File: config.mk
export PLATFORM = sky130hd
export DESIGN_NAME = fsync_fifo
export DESIGN_NICKNAME = d
export VERILOG_FILES = /design/src/fsync_fifo.sv
export SDC_FILE = /design/constraint.sdc
export NUM_CORES = 1
export LEC_CHECK = 0
export BUFFER_PORTS_ARGS = -buffer_cell sky130_fd_sc_hd__buf_4
export CORE_AREA = 2 2 39 41
export DETAILED_ROUTE_END_ITERATION = 7
export DIE_AREA = 0 0 41 43
export PLACE_DENSITY = 0.73
export SKIP_LAST_GASP = 1
export SLEW_MARGIN = 20
export SYNTH_ARGS = -nofsm -noshare
export SYNTH_HDL_FRONTEND = slang
export SYNTH_SLANG_ARGS = --single-unit
File: constraint.sdc
create_clock -name clk_i -period 2.38 [get_ports clk_i]
set_input_delay 0.476 -clock clk_i [delete_from_list [all_inputs] [get_ports clk_i]]
set_output_delay 0.476 -clock clk_i [all_outputs]
set_load 0.03 [all_outputs]
File: src/fsync_fifo.sv
// Small synchronous queue
`timescale 1ns/10ps
`default_nettype none

module fsync_fifo #(
  parameter int  FIFO_DEPTH = 4,
  parameter type element_t  = logic
) (
  input  logic     clk_i,
  input  logic     rst_ni,
  input  logic     push_i,
  input  element_t element_i,
  input  logic     pop_i,
  output element_t element_o,
  output logic     empty_o,
  output logic     full_o
);

  localparam int PTR_WIDTH = (FIFO_DEPTH > 1) ? $clog2(FIFO_DEPTH) : 1;
  localparam int CNT_WIDTH = $clog2(FIFO_DEPTH + 1);

  element_t             mem_q [FIFO_DEPTH];
  logic [PTR_WIDTH-1:0] wr_ptr_q, rd_ptr_q;
  logic [CNT_WIDTH-1:0] count_q;  // occupancy.
  logic                 do_push, do_pop;

  // circular increment.
  function automatic logic [PTR_WIDTH-1:0] next_ptr(input logic [PTR_WIDTH-1:0] ptr);
    return (ptr == PTR_WIDTH'(FIFO_DEPTH - 1)) ? '0 : ptr + 1'b1;
  endfunction

  assign empty_o   = (count_q == '0);
  assign full_o    = (count_q == CNT_WIDTH'(FIFO_DEPTH));
  assign do_push   = push_i & ~full_o;   // overflow is dropped.
  assign do_pop    = pop_i & ~empty_o;   // underflow does nothing.
  assign element_o = mem_q[rd_ptr_q];    // head, valid while not empty.

  always_ff @(posedge clk_i, negedge rst_ni) begin
    if (!rst_ni) begin
      wr_ptr_q <= '0;
      rd_ptr_q <= '0;
      count_q  <= '0;
    end else begin
      if (do_push) wr_ptr_q <= next_ptr(wr_ptr_q);
      if (do_pop)  rd_ptr_q <= next_ptr(rd_ptr_q);
      count_q <= count_q + CNT_WIDTH'(do_push) - CNT_WIDTH'(do_pop);
    end
  end

  always_ff @(posedge clk_i) begin
    if (do_push) mem_q[wr_ptr_q] <= element_i;
  end

endmodule

`default_nettype wire

==> qor.csv <==
stage,metric,value,unit
clocking,TritonCTS clock tree,built,
yosys,Mapped Area,600.6,um^2
worst_hold_path,worst hold start,element_i,
sta,Total Neg Setup Slack,0,ns
drt,Vias/cell,4.603,
yosys,Cell variety after synth,17,
critical_path,kind of critical path,register to register,
yosys,post-synthesis sequential area ratio,0.4917,
grt,total track usage,0.1226,
critical_path,CP startpoint kind,register,
worst_hold_path,Hold Path Depth,1,
finish,Inserted Diodes,0,
placed_design,routability cong.,0.7112,
clocking,Max Buffers Root-to-Sink,2,
placed_design,Placement Cell Area,686.9,um^2
critical_path,Worst Setup End Kind,register,
drt,initial drt markers,1,
sta,pins over their slew limit,0,
floorplanning,die width,41,um
power,Comb power frac,0.458,
drt,DRT Wirelength,794,um
power,Switch Pwr,339.1,uW
yosys,Synth top area share,0.2917,
power,Flop pwr share,0.408,
sta,Final Skew,0.0008613,ns
drt,DRC viols,0,
clocking,H-tree Lvls,1,
flow_run,max-cap violations,0,
critical_path,worst path required time,2.52,ns
floorplanning,Row Count,14,
sta,unrepaired setup endpoints after global routing,false,
placed_design,pre-CTS WS,0.2133,ns
worst_hold_path,Hold Path Class,input port to register,
yosys,warnings from Yosys,0,
yosys,number of synthesized flops with an enable pin,4,
clocking,Clock transition at path regs,0.07,ns
finish,footprint of the multi-input gates,285.3,um^2
sta,highest clock rate,461.2,MHz
finish,fin area,723.2,um^2
grt,initial antenna violation count,0,
power,Clk pwr share,0.133,
yosys,largest area contributor in the netlist,dfrtp_1,
finish,fraction of layout cells with a size suffix above 1,0.3333,
floorplanning,I/O Pins,8,
worst_hold_path,worst hold endpoint,mem_q[2],
sta,max_slew headroom,0.8051,
grt,vias in the first global route,342,
finish,# fillers,123,
floorplanning,Die Area,1763,um^2
critical_path,worst r2r src,count_q[1],
floorplanning,chip height,43,um
placed_design,Final HPWL DP,657.6,um
floorplanning,core area,1384,um^2
power,Worst VDD drop,0.6051,mV
sta,Final Hold Viols,0,
power,Int Pwr,568.5,uW
drt,vias after detailed routing,336,
drt,Routed Antenna Nets,0,
sta,Slew @ Worst Pin,0.2924,ns
finish,nets@finish,71,
grt,pin count of the biggest net entering global routing,8,
sta,min Tclk post-route,2.168,ns
placed_design,IO buf count,7,
yosys,instance count of the mapped netlist,44,
critical_path,worst-path fanout max,4,
status,status,"complete, no violations",
finish,synthesis-to-finish area growth,20.42,%
clocking,cts hold-fix bufs,0,
clocking,Worst-Skew Late Latency,0.25,ns
clocking,Post-CTS Resized,0,
sta,fin crit share,0.9110,
yosys,main flop type after synthesis,dfrtp_1,
grt,grt total ovfl,0,
finish,register area,295.3,um^2
power,Sw Share,0.3736,
clocking,clk root buf,clkbuf_4,
critical_path,worst r2r dst,count_q[2],
sta,Hold Worst Slack,0.4246,ns
yosys,Synth Register Bits,11,
critical_path,Reg2Reg Setup Slack,0.21,ns
drt,TritonRoute pass-1 iters,4,
clocking,Post-CTS Setup Bufs,0,
power,Pwr Density,1255,nW/um^2
sta,Setup WS post-layout,0.2117,ns
yosys,fraction of registers with async set/reset,0.6364,
clocking,Sink Count,11,
yosys,"top cells by count, synth","7 x dfrtp_1, 7 x ha_1, 7 x inv_1",
power,leak pwr,0.0003384,uW
clocking,Num CTS Buffers,3,
yosys,synth top area cells,"dfrtp_1 29%, edfxtp_1 20%, ha_1 15%",
yosys,Synth Area per Inst,13.65,um^2
floorplanning,Initial Util,0.4340,
yosys,Synth Net Count,57,
finish,Util after Layout,0.5226,
critical_path,WP data arrival,2.30,ns
drt,routed len/inst,10.88,um
critical_path,reg2reg path depth,10,
sta,Final setup viols,0,
grt,first-pass GRT wire length,1421,um
critical path, cell delays in order, from the launching register on:
cell      delay, ns
dfrtp_1        0.48
nor3_4         0.22
nand2b_4       0.16
inv_1          0.04
ha_1           0.26
inv_1          0.06
ha_1           0.13
inv_1          0.05
fa_1           0.38
xnor2_1        0.15
xnor2_1        0.13
cells in the final DEF (no fill, tap or decap):
cell type / netlist / layout
nor3_4: 0 / 1
dfrtp_1: 7 / 7
mux2_4: 1 / 1
ha_1: 7 / 7
fa_1: 1 / 1
mux4_2: 1 / 1
nor3b_4: 1 / 1
xnor2_1: 2 / 2
clkbuf_1: 0 / 1
inv_1: 7 / 7
clkbuf_4: 0 / 3
mux2_2: 2 / 2
nor2b_2: 1 / 1
o22ai_1: 1 / 1
nor2_1: 2 / 2
nand2b_4: 1 / 1
nand2_1: 1 / 1
buf_4: 0 / 8
dlygate4sd3_1: 0 / 1
and2_1: 4 / 4
edfxtp_1: 4 / 4
power by group through the flow:
stage	Sequential, uW	Clock, uW	Combinational, uW
6_report	371	121	416
5_1_grt	387	145	459
4_1_cts	374	127	425
3_5_place_dp	377	0	422
3_3_place_gp	373	0	406
2_1_floorplan	359	0	328
routing by layer:
layer,track usage,share of wire,up-vias
li1,-,-,172
met1,0.1497,0.40,158
met2,0.1906,0.56,4
met3,0.03141,0.011,2
met4,0.06000,0.018,0
met5,0,0,-
flip-flops by register name, summed over array words and instances, names as in the netlist:
signal / flops
mem_q: 4
rd_ptr_q: 2
count_q: 3
wr_ptr_q: 2
layout make-up:
class	count	share of cell area
well taps	16	0.02768
inverters	7	0.03633
clock buffers	4	0.03633
repair buffers	9	0.09689
flip-flops and latches	11	0.4083
multi-input cells	26	0.3945
logic make-up (layout without fill, tap and decap cells):
logic type / after synthesis / in the layout / synth area share
AOI/OAI and AO/OA: 1 / 1 / 0.01042
xor gates and xnor gates: 2 / 2 / 0.02917
adders and majority gates: 8 / 8 / 0.1792
buffers and inverters: 7 / 20 / 0.04376
DFF: 11 / 11 / 0.4917
muxes: 4 / 4 / 0.09999
and+or+nand+nor: 11 / 11 / 0.1458
per-stage QoR:
step,power [uW],cells
final,907.6,73
after CTS,925.9,72
after global placement,778.9,68
after global routing,991.0,73
after detailed placement,798.3,68
after floorplan,686.7,44
worst max path at each step:
stage / from / to / slack (ns) / cells past startpoint
detailed placement: count_q[1] / count_q[2] / 0.21 / 10
global placement: count_q[1] / count_q[2] / 0.22 / 10
global route: count_q[1] / count_q[2] / 0.09 / 10
floorplan: count_q[1] / count_q[2] / 0.06 / 10
CTS: count_q[1] / count_q[2] / 0.19 / 10
finish: count_q[1] / count_q[2] / 0.21 / 10
Note: power is estimated with default switching activity, not from simulation.
