[src/fsync_pkg.sv]
// Sync core shared definitions
`default_nettype none

package fsync_pkg;

  // --------------------
  // widths.
  // --------------------
  localparam int N_PORTS     = 2;  // one request port per child direction.
  localparam int AGGR_WIDTH  = 4;  // aggregation mask, also the number of levels.
  localparam int LEVEL_WIDTH = 2;
  localparam int ID_WIDTH    = 3;
  localparam int SD_WIDTH    = 2;  // source / destination code.

  localparam logic [1:0] SD_BOTH = 2'b11;  // appended to an upward source.

  // per-port control FSM.
  typedef enum logic {
    IDLE,
    CHECK
  } ctrl_state_e;

  // --------------------
  // queue elements.
  // --------------------
  typedef struct packed {
    logic                error;  // set for bad id or repeated arrival.
    logic [SD_WIDTH-1:0] dst;
  } local_rsp_t;

  typedef struct packed {
    logic [AGGR_WIDTH-1:0] aggr;  // already shifted down one level.
    logic [ID_WIDTH-1:0]   id;
    logic [SD_WIDTH+1:0]   src;   // source followed by SD_BOTH.
  } remote_req_t;

endpackage

`default_nettype wire

[src/fsync_rf_if.sv]
// Control to register file link
`timescale 1ns/10ps
`default_nettype none

interface fsync_rf_if;

  // lookup request, one lane per port.
  logic                             check   [fsync_pkg::N_PORTS];  // lookup strobe.
  logic [fsync_pkg::LEVEL_WIDTH-1:0] level  [fsync_pkg::N_PORTS];
  logic [fsync_pkg::ID_WIDTH-1:0]   id      [fsync_pkg::N_PORTS];

  // combinational lookup result.
  logic                             present [fsync_pkg::N_PORTS];  // other port was waiting.
  logic                             sig_err [fsync_pkg::N_PORTS];  // same port arrived twice.

  modport ctrl (
    output check,
    output level,
    output id,
    input  present,
    input  sig_err
  );

  modport rf (
    input  check,
    input  level,
    input  id,
    output present,
    output sig_err
  );

endinterface

`default_nettype wire

[src/fsync_rf.sv]
// Barrier register file
`timescale 1ns/10ps
`default_nettype none

module fsync_rf #(
  parameter int N_IDS = 6
) (
  input  logic   clk_i,
  input  logic   rst_ni,
  fsync_rf_if.rf rf_i
);

  localparam int PORT_WIDTH = (fsync_pkg::N_PORTS > 1) ? $clog2(fsync_pkg::N_PORTS) : 1;

  // one entry per level and id.
  logic                  valid_q [fsync_pkg::AGGR_WIDTH][N_IDS];  // a port is waiting.
  logic                  valid_d [fsync_pkg::AGGR_WIDTH][N_IDS];
  logic [PORT_WIDTH-1:0] port_q  [fsync_pkg::AGGR_WIDTH][N_IDS];  // which port waits.
  logic [PORT_WIDTH-1:0] port_d  [fsync_pkg::AGGR_WIDTH][N_IDS];

  // --------------------
  // lookup and update.
  // --------------------
  // ports resolve in index order, each one sees the updates of the lower ports.
  always_comb begin : lookup
    logic [fsync_pkg::LEVEL_WIDTH-1:0] lvl;
    logic [fsync_pkg::ID_WIDTH-1:0]    idx;
    valid_d = valid_q;
    port_d  = port_q;
    for (int p = 0; p < fsync_pkg::N_PORTS; p++) begin
      lvl             = rf_i.level[p];
      idx             = rf_i.id[p];
      rf_i.present[p] = 1'b0;
      rf_i.sig_err[p] = 1'b0;
      if (rf_i.check[p]) begin
        if (!valid_d[lvl][idx]) begin
          valid_d[lvl][idx] = 1'b1;  // first arrival waits.
          port_d[lvl][idx]  = PORT_WIDTH'(p);
        end else if (port_d[lvl][idx] == PORT_WIDTH'(p)) begin
          rf_i.sig_err[p] = 1'b1;    // same port again, entry kept.
        end else begin
          rf_i.present[p]   = 1'b1;  // barrier complete.
          valid_d[lvl][idx] = 1'b0;
        end
      end
    end
  end

  // --------------------
  // storage.
  // --------------------
  always_ff @(posedge clk_i, negedge rst_ni) begin
    if (!rst_ni) begin
      for (int l = 0; l < fsync_pkg::AGGR_WIDTH; l++) begin
        for (int i = 0; i < N_IDS; i++) begin
          valid_q[l][i] <= 1'b0;  // empty table.
        end
      end
    end else begin
      valid_q <= valid_d;
    end
  end

  // waiting port of each entry.
  always_ff @(posedge clk_i) begin
    port_q <= port_d;
  end

endmodule

`default_nettype wire

[src/flat_wrapper.sv]
// flat-port wrapper written by rule: the top's interface ports become plain ports
module fsync_rf_flat 
#(
  parameter int N_IDS = 6
)
  (clk_i, rst_ni, rf_i_check, rf_i_level, rf_i_id, rf_i_present, rf_i_sig_err);
  fsync_rf_if rf_i_i ();
  input  logic clk_i;
  input  logic rst_ni;
  input wire logic [$bits(rf_i_i.check)-1:0] rf_i_check;
  input wire logic [$bits(rf_i_i.level)-1:0] rf_i_level;
  input wire logic [$bits(rf_i_i.id)-1:0] rf_i_id;
  output wire logic [$bits(rf_i_i.present)-1:0] rf_i_present;
  output wire logic [$bits(rf_i_i.sig_err)-1:0] rf_i_sig_err;
  assign rf_i_i.check = {>>{rf_i_check}};
  assign rf_i_i.level = {>>{rf_i_level}};
  assign rf_i_i.id = {>>{rf_i_id}};
  assign rf_i_present = {>>{rf_i_i.present}};
  assign rf_i_sig_err = {>>{rf_i_i.sig_err}};
  fsync_rf #(.N_IDS(N_IDS)) u_core (.clk_i(clk_i), .rst_ni(rst_ni), .rf_i(rf_i_i));
endmodule
[config.mk]
export PLATFORM = sky130hd
export DESIGN_NAME = fsync_rf_flat
export DESIGN_NICKNAME = d
export VERILOG_FILES = /design/src/fsync_pkg.sv /design/src/fsync_rf_if.sv /design/src/fsync_rf.sv /design/src/flat_wrapper.sv
export SDC_FILE = /design/constraint.sdc
export NUM_CORES = 1
export LEC_CHECK = 0
export ABC_AREA = 0
export BUFFER_PORTS_ARGS = -buffer_cell sky130_fd_sc_hd__buf_2
export CORE_AREA = 3 3 94 119
export CTS_CLUSTER_SIZE = 16
export DETAILED_ROUTE_END_ITERATION = 6
export DIE_AREA = 0 0 97 122
export PLACE_DENSITY = 0.52
export SYNTH_ARGS = -nofsm -noshare
export SYNTH_HDL_FRONTEND = slang
export SYNTH_SLANG_ARGS = --single-unit
export TNS_END_PERCENT = 10
[constraint.sdc]
create_clock -name clk_i -period 13.1 [get_ports clk_i]
set_clock_uncertainty 0.05 [all_clocks]
set_input_delay 2.62 -clock clk_i [delete_from_list [all_inputs] [get_ports clk_i]]
set_output_delay 2.62 -clock clk_i [all_outputs]
set_load 0.01 [all_outputs]
==> impl_metrics.ini, run 1 <==
[run_status]
outcome = finished, final reports clean

[grt]
antenna_found_initial = 0
grt_first_pass_wirelength_um = 19600
grt_pass1_vias = 3508
grtUsageTotal_pct = 21.3
grt_overflow = 0
grt_max_degree = 25

[setup_path]
crit_family = compound AO/OA/AOI/OAI gates
cp_max_fo = 20
crit_required_ns = 10.43
timing.rr.start = u_core.port_q[12]
path_cells = buf_2 -> mux4_1 -> a22oi_1 -> and4_1 -> a221oi_2 -> a2111oi_2 -> o21ai_1 -> nor3_4 -> o2111a_1 -> buf_2
reg2reg_slack_ns = 9.52
crit_buf_inv = 2
slowest_delay_ns = 0.71
worstSetupStartpointType = input port
end_kind = output port
cp-startpoint = rf_i_level[2]
critPathSlowestCell = and4_1
critPathArrivalTime_ns = 6.49
crit_top_cell = buf_2
path_class = input port to output port

[drt]
wirelength_um = 12500
antenna_left = 0
vias = 3571
drt_iter0_markers = 382
drc = 0
dr.pass1.iters = 6
wire_per_inst_um = 22.9
viasPerCell = 6.54

[pwr]
power_density_nw_per_um2 = 140
power_switching_mw = 0.183
pwr-share-seq_pct = 40.2
irDropWorstVdd_mv = 0.0677
combPwrFrac_pct = 30.3
p_clk_share_pct = 29.4
p_leak_nw = 1.37
p_int_mw = 0.349
finalPower_mw = 0.533
swShare_pct = 34.4

[timing]
worstMarginPinSlew_ns = 1.12
slew_violations = 0
finalSetupTns_ns = 0
final-hold-violation-count = 0
slew_headroom_pct = 25.0
max_freq_mhz = 109
period_share_pct = 69.9
post-route-min-period_ns = 9.16
rsz0062_at_grt = false
final-setup-viol-count = 0

[logic_synthesis]
ys_types = 68
synth_seq_cells = 48
avgSynthCellArea_um2 = 8.43
synth-edff-count = 0
ys_warn_count = 0
synth.net_count = 431
synth_cells = 417
async_reset_ff_share_pct = 50.0
synth_flop_cell = dfxtp_1
seq_area_frac_synth_pct = 30.7
synth_area_um2 = 3520

[floorplanning]
core_um2 = 10100
die_h_um = 122
ios = 18
dieWidth_um = 97
initial_core_util_pct = 34.8
die_area_um2 = 11800
std_cell_rows = 41

[placed_design]
dpl.hpwl_um = 9160
placement.io_buffers = 17
routabilityCongestion = 0.970

[cells_and_area]
syn_to_final_growth_pct = 8.51
num_antenna_cells = 0
layout_commonest_cell = nand2_1
layout_common_cells = nand2_1, o21ai_0, dfxtp_1, dfrtp_1
nets = 430
layout-drive-gt1-share_pct = 13.4

[clocking]
cts_buffers = 5
path_clk_slew_ns = 0.07
clk_latency_ns = 0.29
root_buffer = clkbuf_16
cts_hold_buffers = 0
cts_htree_levels = 2
cts.sinks = 48
cts_setup_buffers = 0
clk_path_buf_depth = 2
cts_tree = built
cts.repair.resized = 0

[min_path]
hold_start = u_core.port_q[5]
holdCritPathClass = flop to flop

[flow_run]
drv_cap = 0
[worst reg2reg max path: stages, from the launching register on]
cell       delay [ns]
dfxtp_1          0.32
mux4_1           0.53
a22oi_1          0.22
and4_1           0.71
a221oi_2         0.20
a2111oi_2        0.45
o21ai_1          0.17
o311ai_0         0.62
o21ai_1          0.15
[layer usage]
metal | track usage, % | share of wire [%] | vias to the layer above | wire (µm)
li1 | - | - | 1602 | -
met1 | 25.6 | 39 | 1672 | 4830
met2 | 36.2 | 49 | 237 | 6120
met3 | 3.38 | 7.7 | 60 | 963
met4 | 12.1 | 4.8 | 0 | 597
met5 | 0 | 0 | - | 0
[area by class of cell]
cell class,count,area [µm²]
Timing Repair Buffer,19,100
Clock buffer,7,153
Fill cell,1013,6290
Tap cell,129,161
Multi-Input combinational cell,337,2270
Sequential cell,48,1080
Inverter,5,18.8
Clock inverter,1,30.0
[cells in the mapped netlist (3+ instances only)]
library cell | number | area share, %
inv_1 | 5 | 0.53
a31oi_1 | 5 | 0.89
nor2_1 | 12 | 1.3
and3b_1 | 4 | 1.0
a221oi_1 | 4 | 1.0
and3_1 | 6 | 1.1
nand2b_1 | 4 | 0.71
a311oi_1 | 3 | 0.75
a21oi_1 | 8 | 1.1
nor3b_2 | 4 | 1.4
nor3_1 | 9 | 1.3
nand3_1 | 17 | 2.4
nor2b_1 | 5 | 0.89
nand4_1 | 4 | 0.71
mux4_2 | 7 | 4.5
or3_1 | 3 | 0.53
mux4_1 | 6 | 4.5
o22ai_1 | 5 | 0.89
nor4_1 | 4 | 0.71
dfrtp_1 | 24 | 17
o21ai_1 | 6 | 0.85
o211ai_1 | 3 | 0.64
o21ai_0 | 64 | 9.1
buf_2 | 8 | 1.1
nand3b_1 | 4 | 0.85
nand2_1 | 78 | 8.3
buf_1 | 5 | 0.53
o311ai_0 | 3 | 0.75
and2_1 | 9 | 1.6
o31ai_1 | 14 | 3.0
dfxtp_1 | 24 | 14
clkbuf_1 | 9 | 0.96
a22oi_1 | 4 | 0.85
[stage by stage]
stage | cell area (µm²) | hold WS, ns | instances | utilization [%] | setup WS, ns
floorplan | 3520 | 0.373 | 417 | - | 5.32
CTS | 3810 | 0.426 | 546 | 37.7 | 3.99
detailed placement | 3630 | 0.413 | 538 | 35.9 | 4.00
global route | 3810 | 0.452 | 546 | 37.7 | 3.72
global placement | 3630 | 0.412 | 538 | 35.9 | 4.08
finish | 3810 | 0.425 | 546 | 37.7 | 3.94
[final timing paths]
path                                           to  depth (start not counted)
worst max-delay path              rf_i_present[0]                         10
worst min-delay path             u_core.port_q[5]                          2
worst max register to register  u_core.valid_q[1]                          8
worst min register to register   u_core.port_q[5]                          2
max in group asynchronous       u_core.valid_q[8]                          1
min in group asynchronous       u_core.valid_q[7]                          1
[power by group through the flow]
stage / clock network [mW] / registers [mW] / logic, mW
global route: 0.165 / 0.218 / 0.178
finish: 0.157 / 0.214 / 0.162
CTS: 0.159 / 0.213 / 0.158
global placement: 0 / 0.218 / 0.157
floorplan: 0 / 0.202 / 0.124
detailed placement: 0 / 0.215 / 0.158
[flip-flops by register name, indices dropped and copies added (netlist names)]
name and flops:
u_core.port_q 24, u_core.valid_q 24
[cells by family (layout without fill, tap and decap cells)]
kind of cell | Yosys count | count (layout) | share of synthesized area, %
simple gates | 172 | 172 | 25.2
compound gates | 149 | 149 | 29.6
flops | 48 | 48 | 30.7
buf+inv | 32 | 32 | 4.66
mux | 15 | 15 | 9.57
xor+xnor | 1 | 1 | 0.249
No activity file was read; power rests on OpenSTA's default activity.
==> run 2: changes to the inputs <==
==> constraint.sdc (replaced) <==
create_clock -name clk_i -period 9.4 [get_ports clk_i]
set_clock_uncertainty 0.05 [all_clocks]
set_input_delay 1.88 -clock clk_i [delete_from_list [all_inputs] [get_ports clk_i]]
set_output_delay 1.88 -clock clk_i [all_outputs]
set_load 0.01 [all_outputs]
==> run 2 against run 1 <==
  * Sequential cell count unchanged
  * Power up 40%
  * Worst hold slack worse by 0.0018 ns
  * Non-clock buffer count unchanged
  * Register-to-register slack worse by 3.8 ns
  * Global-route usage about the same
  * Utilization unchanged
  * Critical path depth unchanged
  * Sequential power up 39%
  * Critical endpoint is now rf_i_sig_err[0]
  * Largest power group unchanged
  * Highest routed layer unchanged
==> impl_metrics.ini, run 2 (same netlist as run 1, synthesis figures left out) <==
[drt]
drt_iter0_markers = 405
vias = 3643
dr.pass1.iters = 5
wirelength_um = 12600
drc = 0
wire_per_inst_um = 23.1
antenna_left = 0
viasPerCell = 6.67

[pwr]
p_int_mw = 0.487
swShare_pct = 34.6
combPwrFrac_pct = 30.4
power_density_nw_per_um2 = 195
pwr-share-seq_pct = 40.1
p_clk_share_pct = 29.6
p_leak_nw = 1.37
power_switching_mw = 0.258
irDropWorstVdd_mv = 0.0982

[grt]
grtUsageTotal_pct = 21.3
grt_util_met3_pct = 2.86
grt_first_pass_wirelength_um = 19800
grt_overflow = 0
grtUsageMet2_pct = 37.2
grt_pass1_vias = 3470
grt.met1_usage_pct = 26.1
antenna_found_initial = 0
busiest_layer = met2
grt_max_degree = 25

[setup_path]
cp_max_fo = 20
critPathArrivalTime_ns = 5.76
crit_required_ns = 7.47
reg2reg_slack_ns = 5.76
worstSetupStartpointType = input port
end_kind = output port
timing.rr.end = u_core.valid_q[1]
path_class = input port to output port
reg2reg_depth = 8
timing.rr.start = u_core.port_q[1]

[floorplanning]
initial_core_util_pct = 34.8
die_area_um2 = 11800
std_cell_rows = 41
core_um2 = 10100
dieWidth_um = 97
die_h_um = 122
ios = 18

[clocking]
cts_tree = built
clk_latency_ns = 0.29
cts_setup_buffers = 0
path_clk_slew_ns = 0.07
cts_buffers = 5
cts.repair.resized = 0
root_buffer = clkbuf_16
clk_path_buf_depth = 2
cts_hold_buffers = 0
cts_htree_levels = 2
cts.sinks = 48

[timing]
setup_ws_ns = 1.71
period_share_pct = 81.8
rsz0062_at_grt = false
slew_headroom_pct = 24.3
worstMarginPinSlew_ns = 1.13
finalSetupTns_ns = 0
whs_ns = 0.423
post-route-min-period_ns = 7.69
final-hold-violation-count = 0
final-setup-viol-count = 0
max_freq_mhz = 130
slew_violations = 0

[placed_design]
placedCellCount = 538
dpl-instance-area_um2 = 3630
routabilityCongestion = 0.970
placement.io_buffers = 17
place_ws_ns = 1.77
dpl.hpwl_um = 9200

[cells_and_area]
layout_commonest_cell = nand2_1
syn_to_final_growth_pct = 8.51
num_antenna_cells = 0
instances_no_fill = 546
layout-drive-gt1-share_pct = 13.4
nets = 430
layout_common_cells = nand2_1, o21ai_0, dfxtp_1, dfrtp_1
final_area_um2 = 3810
largestRegisters = u_core.port_q: 24 flops, u_core.valid_q: 24 flops

[flow_run]
drv_cap = 0

[run_status]
outcome = finished, final reports clean

[min_path]
hold_start = u_core.port_q[9]
whs_endpoint = u_core.port_q[9]
min_path_cells = 2
holdCritPathClass = flop to flop
==> run 2: cell counts in the layout (fill, tap and decap cells not counted) <==
No cell type changed its count.
==> run 2: how the worst max path moves through the flow <==
stage	slack, ns	startpoint	to	depth (start not counted)
after floorplan	3.10	rf_i_level[2]	rf_i_sig_err[0]	10
after global placement	1.86	rf_i_level[2]	rf_i_sig_err[0]	10
after detailed placement	1.77	rf_i_level[2]	rf_i_sig_err[0]	10
after CTS	1.77	rf_i_level[2]	rf_i_sig_err[0]	10
after global routing	1.44	rf_i_level[2]	rf_i_sig_err[0]	10
final	1.71	rf_i_level[2]	rf_i_sig_err[0]	10
==> run 2: final cells by class <==
| type | instances | area [µm²] |
|---|---|---|
| repair buffers | 19 | 100 |
| fillers | 1025 | 6290 |
| multi-input cells | 337 | 2270 |
| flip-flops and latches | 48 | 1080 |
| clock inverters | 1 | 30.0 |
| well taps | 129 | 161 |
| clock buffers | 7 | 153 |
| inverters | 5 | 18.8 |
==> run 2: stage by stage <==
| step | util (%) | power [mW] |
|---|---|---|
| 2_1_floorplan | - | 0.453 |
| 5_1_grt | 37.7 | 0.781 |
| 3_5_place_dp | 35.9 | 0.519 |
| 6_report | 37.7 | 0.745 |
| 4_1_cts | 37.7 | 0.740 |
| 3_3_place_gp | 35.9 | 0.522 |
==> run 2: per-layer routing <==
layer / routed length, µm / vias to the layer above
met1: 4920 / 1770
met5: 0 / -
met4: 558 / 0
met2: 6260 / 222
met3: 887 / 47
li1: - / 1604
==> run 2: critical path: stages <==
cell       delay (ns)
buf_2            0.42
mux4_1           0.64
a22oi_1          0.22
and4_1           0.73
a221oi_2         0.19
a2111oi_2        0.47
o21ai_1          0.17
nor3_4           0.60
o2111a_1         0.29
buf_2            0.13
==> run 2: power by group through the flow <==
stage          clock network, mW  logic [mW]  registers, mW
3_5_place_dp                   0       0.219          0.300
4_1_cts                    0.223       0.221          0.296
2_1_floorplan                  0       0.172          0.281
5_1_grt                    0.230       0.249          0.303
6_report                   0.220       0.226          0.298
3_3_place_gp                   0       0.219          0.303
